**src/dbg_mem_pkg.sv**
```systemverilog
////////////////////////////////////////////////////////////
// Shared constants and bus structs for the debug memory
// subsystem, imported by every RTL module
////////////////////////////////////////////////////////////

package dbg_mem_pkg;

  // UART timing
  localparam int unsigned CLKS_PER_BIT = 16;
  localparam int unsigned BIT_CNT_W    = $clog2(CLKS_PER_BIT);

  // Memory geometry
  localparam int unsigned DATA_W      = 32;
  localparam int unsigned STRB_W      = DATA_W / 8;
  localparam int unsigned MEM_WORDS   = 256;
  localparam int unsigned MEM_ADDR_W  = 10;
  localparam int unsigned WORD_ADDR_W = MEM_ADDR_W - 2;
  localparam int unsigned AXIL_ADDR_W = 16;

  // Debug protocol fields, little-endian on the wire
  localparam int unsigned FIELD_BYTES = 2;
  localparam int unsigned LEN_W       = FIELD_BYTES * 8;
  localparam int unsigned HDR_W       = 2 * LEN_W;
  localparam int unsigned HDR_CNT_W   = $clog2(2 * FIELD_BYTES);

  localparam logic [7:0] CMD_READ  = 8'h11;
  localparam logic [7:0] CMD_WRITE = 8'h12;
  localparam logic [7:0] BYTE_ACK  = 8'h06;
  localparam logic [7:0] BYTE_EOT  = 8'h04;

  localparam logic [1:0] RESP_OKAY   = 2'b00;
  localparam logic [1:0] RESP_SLVERR = 2'b10;

  ////////////////////////////////////////////////////////////
  // Bus structs
  ////////////////////////////////////////////////////////////

  typedef struct packed {
    logic [WORD_ADDR_W-1:0] addr;
    logic                   we;
    logic [DATA_W-1:0]      wdata;
    logic [STRB_W-1:0]      strb;
  } mem_req_t;

  typedef struct packed {
    logic                   aw_valid;
    logic [AXIL_ADDR_W-1:0] aw_addr;
    logic                   w_valid;
    logic [DATA_W-1:0]      w_data;
    logic [STRB_W-1:0]      w_strb;
    logic                   b_ready;
    logic                   ar_valid;
    logic [AXIL_ADDR_W-1:0] ar_addr;
    logic                   r_ready;
  } axil_req_t;

  typedef struct packed {
    logic              aw_ready;
    logic              w_ready;
    logic              ar_ready;
    logic              b_valid;
    logic [1:0]        b_resp;
    logic              r_valid;
    logic [DATA_W-1:0] r_data;
    logic [1:0]        r_resp;
  } axil_rsp_t;

endpackage

```
**src/uart_dbg_engine.sv**
```systemverilog
////////////////////////////////////////////////////////////
// Debug command engine, turns UART read and write commands
// into byte accesses on the scratch memory
////////////////////////////////////////////////////////////

`timescale 1ns/1ps

module uart_dbg_engine import dbg_mem_pkg::*; (
  input  logic              clk,
  input  logic              rst_n_i,
  input  logic              rx_valid_i,
  input  logic [7:0]        rx_byte_i,
  output logic              tx_send_o,
  output logic [7:0]        tx_byte_o,
  input  logic              tx_busy_i,
  output mem_req_t          mem_req_o,
  output logic              mem_req_valid_o,
  input  logic              mem_gnt_i,
  input  logic              mem_rvalid_i,
  input  logic [DATA_W-1:0] mem_rdata_i
);

  typedef enum logic [3:0] {
    S_IDLE, S_HDR, S_ACK, S_DATA, S_DATA_RX, S_DATA_REQ, S_DATA_RD, S_DATA_TX, S_EOT
  } eng_state_e;

  eng_state_e            state_q;
  logic [HDR_CNT_W-1:0]  hdr_cnt_q;
  logic [HDR_W-1:0]      hdr_q, hdr_next;
  logic [MEM_ADDR_W-1:0] addr_q;
  logic [LEN_W-1:0]      len_q;
  logic                  is_write_q;
  logic                  ack_only_q;
  logic [7:0]            data_q;

  // Header bytes shift in from the top, so the first byte ends lowest
  assign hdr_next = {rx_byte_i, hdr_q[HDR_W-1:8]};

  always_ff @(posedge clk) begin
    if (!rst_n_i) begin
      state_q    <= S_IDLE;
      hdr_cnt_q  <= '0;
      addr_q     <= '0;
      len_q      <= '0;
      is_write_q <= 1'b0;
      ack_only_q <= 1'b0;
    end else begin
      case (state_q)
        S_IDLE: begin
          if (rx_valid_i) begin
            if (rx_byte_i == BYTE_ACK) begin
              ack_only_q <= 1'b1;
              state_q    <= S_ACK;
            end else if (rx_byte_i == CMD_READ || rx_byte_i == CMD_WRITE) begin
              is_write_q <= (rx_byte_i == CMD_WRITE);
              ack_only_q <= 1'b0;
              hdr_cnt_q  <= '0;
              state_q    <= S_HDR;
            end
          end
        end
        S_HDR: begin
          if (rx_valid_i) begin
            hdr_cnt_q <= hdr_cnt_q + 1'b1;
            if (hdr_cnt_q == HDR_CNT_W'(2 * FIELD_BYTES - 1)) begin
              addr_q  <= hdr_next[MEM_ADDR_W-1:0];
              len_q   <= hdr_next[HDR_W-1:LEN_W];
              state_q <= S_ACK;
            end
          end
        end
        S_ACK: begin
          if (!tx_busy_i) state_q <= ack_only_q ? S_IDLE : S_DATA;
        end
        S_DATA: begin
          if (len_q == '0) state_q <= S_EOT;
          else state_q <= is_write_q ? S_DATA_RX : S_DATA_REQ;
        end
        S_DATA_RX: begin
          if (rx_valid_i) state_q <= S_DATA_REQ;
        end
        S_DATA_REQ: begin
          if (mem_gnt_i) begin
            if (is_write_q) begin
              addr_q  <= addr_q + 1'b1;
              len_q   <= len_q - 1'b1;
              state_q <= S_DATA;
            end else begin
              state_q <= S_DATA_RD;
            end
          end
        end
        S_DATA_RD: begin
          if (mem_rvalid_i) state_q <= S_DATA_TX;
        end
        S_DATA_TX: begin
          if (!tx_busy_i) begin
            addr_q  <= addr_q + 1'b1;
            len_q   <= len_q - 1'b1;
            state_q <= S_DATA;
          end
        end
        default: begin
          if (!tx_busy_i) state_q <= S_IDLE;
        end
      endcase
    end
  end

  always_ff @(posedge clk) begin
    if (state_q == S_HDR && rx_valid_i) hdr_q <= hdr_next;
  end

  // Data byte from the UART or picked from the returned word
  always_ff @(posedge clk) begin
    if (state_q == S_DATA_RX && rx_valid_i) data_q <= rx_byte_i;
    else if (state_q == S_DATA_RD && mem_rvalid_i) data_q <= mem_rdata_i[8*addr_q[1:0] +: 8];
  end

  always_comb begin
    tx_send_o = !tx_busy_i && (state_q == S_ACK || state_q == S_DATA_TX || state_q == S_EOT);
    case (state_q)
      S_ACK:   tx_byte_o = BYTE_ACK;
      S_EOT:   tx_byte_o = BYTE_EOT;
      default: tx_byte_o = data_q;
    endcase
  end

  assign mem_req_valid_o = (state_q == S_DATA_REQ);
  assign mem_req_o.addr  = addr_q[MEM_ADDR_W-1:2];
  assign mem_req_o.we    = is_write_q;
  assign mem_req_o.wdata = {STRB_W{data_q}};
  assign mem_req_o.strb  = is_write_q ? (STRB_W'(1) << addr_q[1:0]) : '0;

endmodule
```
**config.mk**
```make
export PLATFORM = sky130hd
export DESIGN_NAME = uart_dbg_engine
export DESIGN_NICKNAME = d
export VERILOG_FILES = /design/src/dbg_mem_pkg.sv /design/src/uart_dbg_engine.sv
export SDC_FILE = /design/constraint.sdc
export NUM_CORES = 1
export LEC_CHECK = 0
export BUFFER_PORTS_ARGS = -buffer_cell sky130_fd_sc_hd__buf_2
export CORE_MARGIN = 5
export CORE_UTILIZATION = 47
export DETAILED_ROUTE_END_ITERATION = 8
export GPL_ROUTABILITY_DRIVEN = 0
export PLACE_DENSITY = 0.72
export SETUP_SLACK_MARGIN = 0.5
export SYNTH_ARGS = -nofsm -noshare
export SYNTH_HDL_FRONTEND = slang
export SYNTH_SLANG_ARGS = --single-unit
```
**constraint.sdc**
```tcl
create_clock -name clk -period 2.72 [get_ports clk]
set_input_delay 0.544 -clock clk [delete_from_list [all_inputs] [get_ports clk]]
set_output_delay 0.544 -clock clk [all_outputs]
set_load 0.03 [all_outputs]
```
==> results of run 1 <==
cell type report:
cell class / instances / share of cell area (%)
inverter: 9 / 0.736
sequential: 66 / 35.9
timing repair buffer: 113 / 13.1
clock buffer: 12 / 3.87
clock inverter: 4 / 0.654
multi-input combinational: 285 / 42.9
tap: 105 / 2.86
cell usage after synthesis (7+ instances only):
master and n:
sky130_fd_sc_hd__a21boi_0 13, sky130_fd_sc_hd__o21ai_0 25, sky130_fd_sc_hd__nand3_1 15, sky130_fd_sc_hd__a21oi_1 17, sky130_fd_sc_hd__o21a_1 7, sky130_fd_sc_hd__buf_4 33
sky130_fd_sc_hd__inv_1 9, sky130_fd_sc_hd__mux4_2 8, sky130_fd_sc_hd__and2_1 12, sky130_fd_sc_hd__clkbuf_1 21, sky130_fd_sc_hd__nand2_1 33, sky130_fd_sc_hd__mux2_2 8
sky130_fd_sc_hd__nor2_1 41, sky130_fd_sc_hd__and3_1 7, sky130_fd_sc_hd__edfxtp_1 32, sky130_fd_sc_hd__dfxtp_1 34
per-layer routing:
metal,global-route usage [%],vias up,share of wire [%]
met2,31.0,93,51
met1,24.7,1650,43
met4,7.77,0,1.3
li1,-,1648,-
met3,4.30,12,4.8
met5,0,-,0
critical path, cell delays in order, from the launching register on:
cell,delay [ps]
sky130_fd_sc_hd__dfxtp_1,360
sky130_fd_sc_hd__buf_4,190
sky130_fd_sc_hd__nor2_1,350
sky130_fd_sc_hd__and3_1,210
sky130_fd_sc_hd__buf_2,190
what timing repair did:
action / CTS / global route
setup endpoints to repair: 14 / 30
pin swaps: 1 / 1
cloned: 0 / 0
gates resized for setup: 10 / 4
how the worst max path moves through the flow:
| stage | startpoint | endpoint | slack (ps) |
|---|---|---|---|
| after floorplan | rx_byte_i[3] | state_q[0] | 430 |
| after global placement | rx_byte_i[3] | state_q[0] | 250 |
| after detailed placement | rx_byte_i[3] | state_q[2] | 210 |
| after CTS | addr_q[0] | mem_req_o[2] | 510 |
| after global routing | state_q[1] | tx_send_o | 440 |
| final | state_q[3] | mem_req_valid_o | 530 |
power breakdown:
group,switching [W],internal (W)
Clock,0.000406,0.000446
Combinational,0.0000637,0.0000626
Sequential,0.00000589,0.00104
stage by stage:
| step | cells | util, % |
|---|---|---|
| finish | 594 | 55.9 |
| global route | 594 | 55.9 |
| CTS | 594 | 55.7 |
| detailed placement | 578 | 52.8 |
| global placement | 578 | 52.8 |
| floorplan | 420 | - |
state kept, by name, summed over array words and instances, names as in the netlist:
name,count
is_write_q,1
ack_only_q,1
state_q,4
hdr_cnt_q,2
hdr_q,24
data_q,8
addr_q,10
len_q,16
cells in the final DEF (no fill, tap or decap), drive strengths merged, types with 13 or more instances in the layout:
cell type / Yosys / routed
buf: 39 / 113
nor2: 41 / 41
dfxtp: 34 / 34
nand2: 33 / 33
edfxtp: 32 / 32
o21ai: 25 / 25
a21oi: 17 / 17
nand3: 15 / 15
a21boi: 13 / 13
logic make-up after synthesis:
kind of cell | Yosys count
buffers and inverters | 69
flip-flops | 66
AND/OR/NAND/NOR | 154
XOR/XNOR | 1
multiplexers | 18
adder cells (fa/ha/maj) | 6
AO/OA/AOI/OAI | 106
==> flow_summary.json, run 1 <==
{
  "synthDominantCellAreaShare_pct": 24.3,
  "antenna_found_initial": 0,
  "area.growth.synth_to_final_pct": 15.8,
  "r2r-start": "state_q[3]",
  "avgSynthCellArea_sq_um": 9.43,
  "synth_cell_type_count": 58,
  "worst_hold_slack_ps": 414,
  "yosys_warnings": 0,
  "fin_total_pwr_w": 0.00203,
  "worst_hold_path.endpoint": "hdr_q[12]",
  "pin_count_of_the_biggest_net_entering_global_routing": 53,
  "multi_input_area_sq_um": 1970,
  "tritoncts": "yes",
  "post-place-ws_ps": 207,
  "initial_utilization_pct": 48.2,
  "critPathCaptureType": "output pin",
  "timing.hold.worst.start": "hdr_q[20]",
  "grt_pass1_wl_microns": 15700,
  "finalWorstSetupSlack_ps": 526,
  "yosys_most_used_dff": "sky130_fd_sc_hd__dfxtp_1",
  "min_delay_path_depth": 0,
  "vdd.ir_drop.worst_mv": 0.283,
  "path_class": "flop to output pin",
  "portBuffers": 100,
  "r2r_slack_ps": 580,
  "start_kind": "flop",
  "report.final.hold_viol_count": 0,
  "placement.cell_area_sq_um": 4340,
  "cts_hold_buffers": 0,
  "syn-num-nets": 472,
  "grt.total_usage_pct": 19.1,
  "drt-wirelength-per-cell_microns": 16.7,
  "post-dp-hpwl_microns": 7210,
  "latest_clock_arrival_within_the_worst_skew_pair_ps": 350,
  "cap_viol_max_count": 0,
  "synth_simple_gate_area_share_pct": 20.6,
  "ant_nets": 0,
  "drc_errors": 0,
  "setup_tns_ps": 0,
  "largest_family_of_logic_cells_by_synthesized_area": "simple AND/OR/NAND/NOR gates",
  "share_of_synthesized_area_occupied_by_flip_flops_and_latches_pct": 41.4,
  "synth-edff-count": 32,
  "worstPathRequired_ps": 2180,
  "boundaryPins": 101,
  "synth-xor-area-share_pct": 0.221,
  "synthTopCellsByArea": "sky130_fd_sc_hd__edfxtp_1 24%, sky130_fd_sc_hd__dfxtp_1 17%, sky130_fd_sc_hd__buf_4 6.3%",
  "grt.overflow.total": 0,
  "vias_per_cell": 5.73,
  "layout-drive-gt1-share_pct": 33.5,
  "final.setup_skew_ps": 11.3,
  "timing.final.crit_period_ps": 2190,
  "cts_root_buf": "sky130_fd_sc_hd__clkbuf_8",
  "worst-endpoint-arrival_ps": 1650,
  "ff_latch_area_sq_um": 1650,
  "die_area_sq_um": 10400,
  "run_status": "finished clean",
  "synth-seq-cells": 66,
  "drtPass1Iterations": 5,
  "fp-row-count": 33,
  "clock.fmax_ghz": 0.456,
  "dr_total_vias": 3403,
  "route.final.wire_length_microns": 9930,
  "cts_buffer_depth": 2,
  "min_path_type": "flop to flop",
  "worst_slew_margin_rel_pct": 54.2,
  "synth_compound_gate_area_share_pct": 18.7,
  "worstReg2RegEnd": "data_q[5]",
  "layout_worst_path_cycle_share_pct": 80.7,
  "chipHeight_microns": 102,
  "cell_type_contributing_the_most_total_cell_area_after_synthesis": "sky130_fd_sc_hd__edfxtp_1",
  "n_antenna_cell": 0,
  "finish.net_count": 536,
  "design.core.area_sq_um": 8220,
  "unrepaired_setup_endpoints_after_global_routing": "yes",
  "synth_area_sq_um": 3960,
  "cellPowerDensity_nw_per_um2": 441,
  "worst-slew-pin-transition_ps": 687,
  "adder_cell_fraction_of_synth_area_pct": 1.89,
  "htree_levels": 3,
  "postSynthCellCount": 420,
  "cts-buffers-inserted": 9,
  "asyncSetResetFlopFracSynth_pct": 0,
  "worst_setup_hold_path_clk_slew_ps": 80,
  "yosys-mux-area-fraction_pct": 7.33,
  "final_area_sq_um": 4590,
  "slew_viol_final": 0,
  "rr_worst_depth": 4,
  "cts.repair_timing.setup_buffer_count": 0,
  "cts.sink_count": 66,
  "drt_initial_violations": 280,
  "grt_pass1_vias": 3278,
  "die_w_microns": 102,
  "timing.final.setup_violations": 0,
  "power.static_leakage_nw": 1.89,
  "filler_cell_count": 723,
  "path_max_fanout": 10
}
Power figures use the tool's default switching activity.
==> run 2, diff against run 1 <==
ABC_AREA = 1   (was default)
PLACE_DENSITY = 0.75   (was 0.72)
clock period = 2 ns   (was 2.72 ns; I/O delays follow)
==> run 2 against run 1 <==
Worst setup slack worse by 440 ps; register-to-register slack worse by 430 ps; clock-buffer cell count is 2 lower; via count is 28% higher; global-route usage is 2.9 points higher; sequential share of layout area is 6.9 points lower; critical endpoint is now tx_byte_o[1].
==> flow_summary.json, run 2 <==
{
  "run_status": "finished clean",
  "clock.fmax_ghz": 0.522,
  "worst_path_largest_cell_delay_ps": 360,
  "worst_slew_margin_rel_pct": 69.5,
  "largest_register_by_flop_count": "hdr_q",
  "cts_hold_buffers": 0,
  "timing.critical_path.cells": "inv_1 -> nor2_2 -> nand2_2 -> o31ai_4 -> buf_4 -> o21ai_1 -> buf_4",
  "avgSynthCellArea_sq_um": 7.15,
  "p_sw_share_pct": 23.3,
  "htree_levels": 3,
  "cap_viol_max_count": 0,
  "cellPowerDensity_nw_per_um2": 533,
  "start_kind": "flop",
  "drc_errors": 0,
  "synth-seq-cells": 66,
  "n_antenna_cell": 0,
  "portBuffers": 100,
  "ant_nets": 0,
  "yosys.cell_count.top_type": "sky130_fd_sc_hd__nand2_1",
  "worst_setup_hold_path_clk_slew_ps": 80,
  "layout_top_registers": "hdr_q: 24 flops, len_q: 16 flops, addr_q: 10 flops",
  "final.setup_skew_ps": 13.4,
  "critPathCaptureType": "output pin",
  "ys_top_cells_by_count": "138 x sky130_fd_sc_hd__nand2_1, 71 x sky130_fd_sc_hd__nor2_1, 56 x sky130_fd_sc_hd__inv_1",
  "multi_input_area_sq_um": 2180,
  "fp-row-count": 34,
  "path_max_fanout": 4,
  "worstPathRequired_ps": 1600,
  "ff_latch_area_sq_um": 1660,
  "unrepaired_setup_endpoints_after_global_routing": "yes",
  "report.final.hold_viol_count": 0,
  "grt.overflow.total": 0,
  "layout-drive-gt1-share_pct": 38.0,
  "synthTopCellsByArea": "sky130_fd_sc_hd__edfxtp_1 24%, sky130_fd_sc_hd__dfxtp_1 17%, sky130_fd_sc_hd__nand2_1 13%",
  "place_inst": 738,
  "startpoint": "state_q[1]",
  "tritoncts": "yes",
  "path_class": "flop to output pin",
  "timing.hold.worst.start": "rx_byte_i[5]",
  "drt_initial_violations": 416,
  "design.core.area_sq_um": 8590,
  "vias_per_cell": 5.47,
  "pin_count_of_the_biggest_net_entering_global_routing": 36,
  "power.clock.fraction_pct": 45.7,
  "drt-wirelength-per-cell_microns": 16.4,
  "worst_hold_slack_ps": 235,
  "latest_clock_arrival_within_the_worst_skew_pair_ps": 360,
  "finish.net_count": 733,
  "worst-endpoint-arrival_ps": 1520,
  "synth_area_sq_um": 4060,
  "cell_type_contributing_the_most_total_cell_area_after_synthesis": "sky130_fd_sc_hd__edfxtp_1",
  "mostFrequentLayoutCell": "sky130_fd_sc_hd__nand2_1",
  "final_core_utilization_pct": 66.8,
  "netSwitchingPower_w": 0.000714,
  "finalNonFillerCells": 794,
  "sequentialPowerShare_pct": 46.3,
  "internal_power_w": 0.00234,
  "synth-edff-count": 32,
  "antenna_found_initial": 0,
  "timing.final.crit_period_ps": 1920,
  "die_w_microns": 103,
  "cts_buffer_depth": 2,
  "grt_pass1_vias": 3852,
  "path_common_cell": "sky130_fd_sc_hd__buf_4",
  "final_cell_mix": "123 x sky130_fd_sc_hd__nand2_1, 86 x sky130_fd_sc_hd__buf_2, 54 x sky130_fd_sc_hd__nor2_1",
  "timing.final.setup_violations": 0,
  "post-dp-hpwl_microns": 8120,
  "die_area_sq_um": 10600,
  "syn-num-nets": 620,
  "setup_tns_ps": 0,
  "filler_cell_count": 666,
  "drtPass1Iterations": 6,
  "synthDominantCellAreaShare_pct": 23.6,
  "grt.total_usage_pct": 22.0,
  "yosys_most_used_dff": "sky130_fd_sc_hd__dfxtp_1",
  "route.final.wire_length_microns": 13000,
  "worst-slew-pin-transition_ps": 457,
  "finalWorstSetupSlack_ps": 83.5,
  "grt_pass1_wl_microns": 18000,
  "min_path_type": "primary input to flop",
  "postSynthCellCount": 568,
  "post-place-ws_ps": 186,
  "pwr-share-comb_pct": 7.9,
  "cts.sink_count": 66,
  "initial_utilization_pct": 47.3,
  "cp_slowest_cell": "sky130_fd_sc_hd__dfxtp_4",
  "yosys_warnings": 0,
  "timing.critical_path.max_delay_family": "buffers and inverters",
  "cts-buffers-inserted": 9,
  "chipHeight_microns": 103,
  "slew_viol_final": 0,
  "synth_cell_type_count": 32,
  "number_of_flip_flops_in_the_largest_register": 24,
  "asyncSetResetFlopFracSynth_pct": 0,
  "area.growth.synth_to_final_pct": 41.3,
  "boundaryPins": 101,
  "critPathBufInv": 3,
  "layout_worst_path_cycle_share_pct": 95.8,
  "r2r-start": "state_q[0]",
  "dr_total_vias": 4342,
  "power.static_leakage_nw": 2.57,
  "vdd.ir_drop.worst_mv": 0.287,
  "share_of_synthesized_area_occupied_by_flip_flops_and_latches_pct": 40.4,
  "cts_root_buf": "sky130_fd_sc_hd__clkbuf_8"
}
run 2: cell types whose count changed in the layout (fill, tap and decap cells not counted), moves of 11 or more:
cell / change
sky130_fd_sc_hd__inv_1: +37
sky130_fd_sc_hd__buf_4: +14
sky130_fd_sc_hd__and2_1: -12
sky130_fd_sc_hd__a21boi_0: -13
sky130_fd_sc_hd__nand2_1: +90
sky130_fd_sc_hd__o21ai_0: +19
sky130_fd_sc_hd__nor2_1: +14
sky130_fd_sc_hd__nand3_1: +23
sky130_fd_sc_hd__buf_2: -14
sky130_fd_sc_hd__nor2_2: +11
sky130_fd_sc_hd__nand2_2: +14
sky130_fd_sc_hd__buf_6: +21
sky130_fd_sc_hd__a21oi_1: +12
run 2: path summary, 6_finish.rpt:
check | end | slack (ps) | cells past startpoint
hold reg to reg | hdr_q[12] | 420 | 0
hold / removal | hdr_q[29] | 230 | 1
setup reg to reg | len_q[4] | 150 | 13
setup / recovery | tx_byte_o[1] | 80 | 7
run 2: worst register-to-register path: stages, from the launching register on:
cell and delay [ps]:
sky130_fd_sc_hd__dfxtp_4 380, sky130_fd_sc_hd__buf_4 110, sky130_fd_sc_hd__buf_6 120, sky130_fd_sc_hd__inv_4 50
sky130_fd_sc_hd__nor2_4 160, sky130_fd_sc_hd__nand3_4 100, sky130_fd_sc_hd__nand2_2 90, sky130_fd_sc_hd__nand2_4 90
sky130_fd_sc_hd__nor2_8 210, sky130_fd_sc_hd__buf_6 140, sky130_fd_sc_hd__clkbuf_16 130, sky130_fd_sc_hd__nand2_1 60
sky130_fd_sc_hd__nand2_1 80, sky130_fd_sc_hd__nor2_1 40
run 2: power by group through the flow:
stage	clock, W	sequential (W)	combinational (W)
detailed placement	0	0.00145	0.000189
CTS	0.00141	0.00142	0.000205
global placement	0	0.00145	0.000183
finish	0.00140	0.00142	0.000243
floorplan	0	0.00145	0.000102
global route	0.00147	0.00142	0.000262
run 2: cells by family after synthesis:
kind of cell	after synthesis	share of synthesized area [%]
buf+inv	112	14.4
compound gates	107	13.8
fa+ha+maj	6	1.85
flops	66	40.4
simple gates	276	29.3
mux	1	0.277
run 2: per-layer routing:
layer	global-route usage, %	wire length (microns)	vias up
met4	10.2	429	0
met3	4.94	818	44
li1	-	-	2062
met5	0	0	-
met2	36.9	6730	200
met1	26.9	5030	2036
run 2: final cells by class:
type                            instances  area share (%)
Clock buffer                           10            2.22
Sequential cell                        66            29.0
Timing Repair inverter                  1           0.153
Multi-Input combinational cell        391            38.0
Tap cell                              108            2.35
Clock inverter                          6            1.98
Timing Repair Buffer                  152            21.7
Inverter                               60            4.64
run 2: repair_timing:
item	4_1_cts	5_1_grt
gates cloned	2	5
pin swaps	10	16
setup endpoints to repair	76	88
resized for setup	71	83
buffers inserted	18	15
run 2: stage by stage:
stage | power [W] | instance area (sq um)
final | 0.00306 | 5740
after global routing | 0.00315 | 5740
after CTS | 0.00304 | 5200
after detailed placement | 0.00164 | 4520
after global placement | 0.00164 | 4520
after floorplan | 0.00155 | 4110
==> run 3, diff against run 2 <==
CTS_BUF_LIST = sky130_fd_sc_hd__clkbuf_8   (was default)
==> run 3 against run 2 <==
Routed wire length is 0.35% higher; worst setup slack got worse by 1.2 ps; sequential power barely moved; first-iteration DRC count up 0.24%; combinational power hardly changed; clock skew hardly changed; cell count did not move; critical endpoint unchanged; largest cell class unchanged; largest power group unchanged.
==> flow_summary.json, run 3 (synthesis gave the netlist of run 2 again) <==
{
  "vias_per_cell": 5.48,
  "worst_hold_slack_ps": 234,
  "grt.overflow.total": 0,
  "final_cell_mix": "123 x sky130_fd_sc_hd__nand2_1, 86 x sky130_fd_sc_hd__buf_2, 54 x sky130_fd_sc_hd__nor2_1",
  "path_class": "flop to output pin",
  "grt_pass1_vias": 3852,
  "layout-drive-gt1-share_pct": 38.0,
  "cts_buffer_depth": 2,
  "tritoncts": "yes",
  "worstPathRequired_ps": 1600,
  "drt_initial_violations": 417,
  "die_w_microns": 103,
  "worst-endpoint-arrival_ps": 1520,
  "post-dp-hpwl_microns": 8120,
  "finalNonFillerCells": 794,
  "slew_viol_final": 0,
  "antenna_found_initial": 0,
  "portBuffers": 100,
  "largest_register_by_flop_count": "hdr_q",
  "n_antenna_cell": 0,
  "route.final.wire_length_microns": 13100,
  "filler_cell_count": 666,
  "layout_worst_path_cycle_share_pct": 95.9,
  "power.static_leakage_nw": 2.57,
  "vdd.ir_drop.worst_mv": 0.286,
  "cellPowerDensity_nw_per_um2": 532,
  "cap_viol_max_count": 0,
  "path_max_fanout": 4,
  "mostFrequentLayoutCell": "sky130_fd_sc_hd__nand2_1",
  "grt_pass1_wl_microns": 18000,
  "run_status": "finished clean",
  "fin_total_pwr_w": 0.00305,
  "drc_errors": 0,
  "report.final.hold_viol_count": 0,
  "start_kind": "flop",
  "grt.total_usage_pct": 22.0,
  "dr_total_vias": 4351,
  "min_path_type": "primary input to flop",
  "boundaryPins": 101,
  "pin_count_of_the_biggest_net_entering_global_routing": 36,
  "die_area_sq_um": 10600,
  "number_of_flip_flops_in_the_largest_register": 24,
  "worst_slew_margin_rel_pct": 69.7,
  "htree_levels": 3,
  "design.core.area_sq_um": 8590,
  "latest_clock_arrival_within_the_worst_skew_pair_ps": 360,
  "drtPass1Iterations": 6,
  "worst_setup_hold_path_clk_slew_ps": 80,
  "ff_latch_area_sq_um": 1660,
  "initial_utilization_pct": 47.3,
  "area.growth.synth_to_final_pct": 41.3,
  "clock.fmax_ghz": 0.521,
  "critPathCaptureType": "output pin",
  "final.setup_skew_ps": 13.3,
  "finish.net_count": 733,
  "multi_input_area_sq_um": 2180,
  "timing.final.setup_violations": 0,
  "cts-buffers-inserted": 9,
  "cts_root_buf": "sky130_fd_sc_hd__clkbuf_8",
  "worst-slew-pin-transition_ps": 454,
  "ant_nets": 0,
  "timing.final.crit_period_ps": 1920,
  "chipHeight_microns": 103,
  "unrepaired_setup_endpoints_after_global_routing": "yes",
  "place_inst": 738,
  "cts.sink_count": 66,
  "drt-wirelength-per-cell_microns": 16.4,
  "final_core_utilization_pct": 66.8,
  "fp-row-count": 34,
  "layout_top_registers": "hdr_q: 24 flops, len_q: 16 flops, addr_q: 10 flops"
}
-- run 3: cell count changes in the layout (fill, tap and decap cells not counted) --
cell / delta
sky130_fd_sc_hd__clkbuf_1: -1
sky130_fd_sc_hd__inv_1: +1
-- run 3: routing by layer --
layer  vias to the layer above  global-route usage (%)  wire length (microns)
li1                       2063                       -                      -
met2                       211                    36.9                   6750
met4                         0                    10.2                    425
met1                      2035                    26.9                   4970
met3                        42                    4.94                    903
met5                         -                       0                      0
-- run 3: report_power, final --
part	leakage, nW	total, W	switching, W	internal, W
clock	0.117	0.00139	0.000566	0.000828
sequential	0.567	0.00142	0.00000677	0.00141
combinational	1.89	0.000243	0.000141	0.000102
total	2.57	0.00305	0.000714	0.00234
-- run 3: layout make-up --
cell class                      count  share of cell area (%)
Clock buffer                        9                    2.16
Clock inverter                      7                    2.05
Inverter                           60                    4.64
Multi-Input combinational cell    391                    38.0
Sequential cell                    66                    29.0
Tap cell                          108                    2.35
Timing Repair Buffer              152                    21.7
Timing Repair inverter              1                   0.153
-- run 3: what timing repair did --
action | CTS | global route
hold buffers | 0 | 0
resized for setup | 71 | 83
gates cloned | 2 | 5
endpoints found under the setup margin | 76 | 88
pin swaps | 10 | 16
setup buffers | 18 | 15
-- run 3: final timing paths --
kind	startpoint	endpoint	slack, ps	cells past startpoint
worst max-delay path	state_q[1]	tx_byte_o[1]	80	7
worst min register to register	hdr_q[20]	hdr_q[12]	420	0
worst max register to register	state_q[0]	len_q[4]	160	13
worst min-delay path	rx_byte_i[5]	hdr_q[29]	230	1
-- run 3: worst max-delay path, cell delays in order (launching register included) --
cell and delay, ps:
sky130_fd_sc_hd__dfxtp_4 360, sky130_fd_sc_hd__inv_1 150, sky130_fd_sc_hd__nor2_2 70, sky130_fd_sc_hd__nand2_2 80, sky130_fd_sc_hd__o31ai_4 90, sky130_fd_sc_hd__buf_4 140
sky130_fd_sc_hd__o21ai_1 110, sky130_fd_sc_hd__buf_4 170
-- run 3: stage by stage --
stage / setup TNS [ps] / instance area [sq um] / setup WS, ps
2_1_floorplan: 0 / 4110 / 371
3_3_place_gp: 0 / 4520 / 259
3_5_place_dp: 0 / 4520 / 186
4_1_cts: 0 / 5200 / 77.5
5_1_grt: -3.01 / 5740 / -3.01
6_report: 0 / 5740 / 82.3
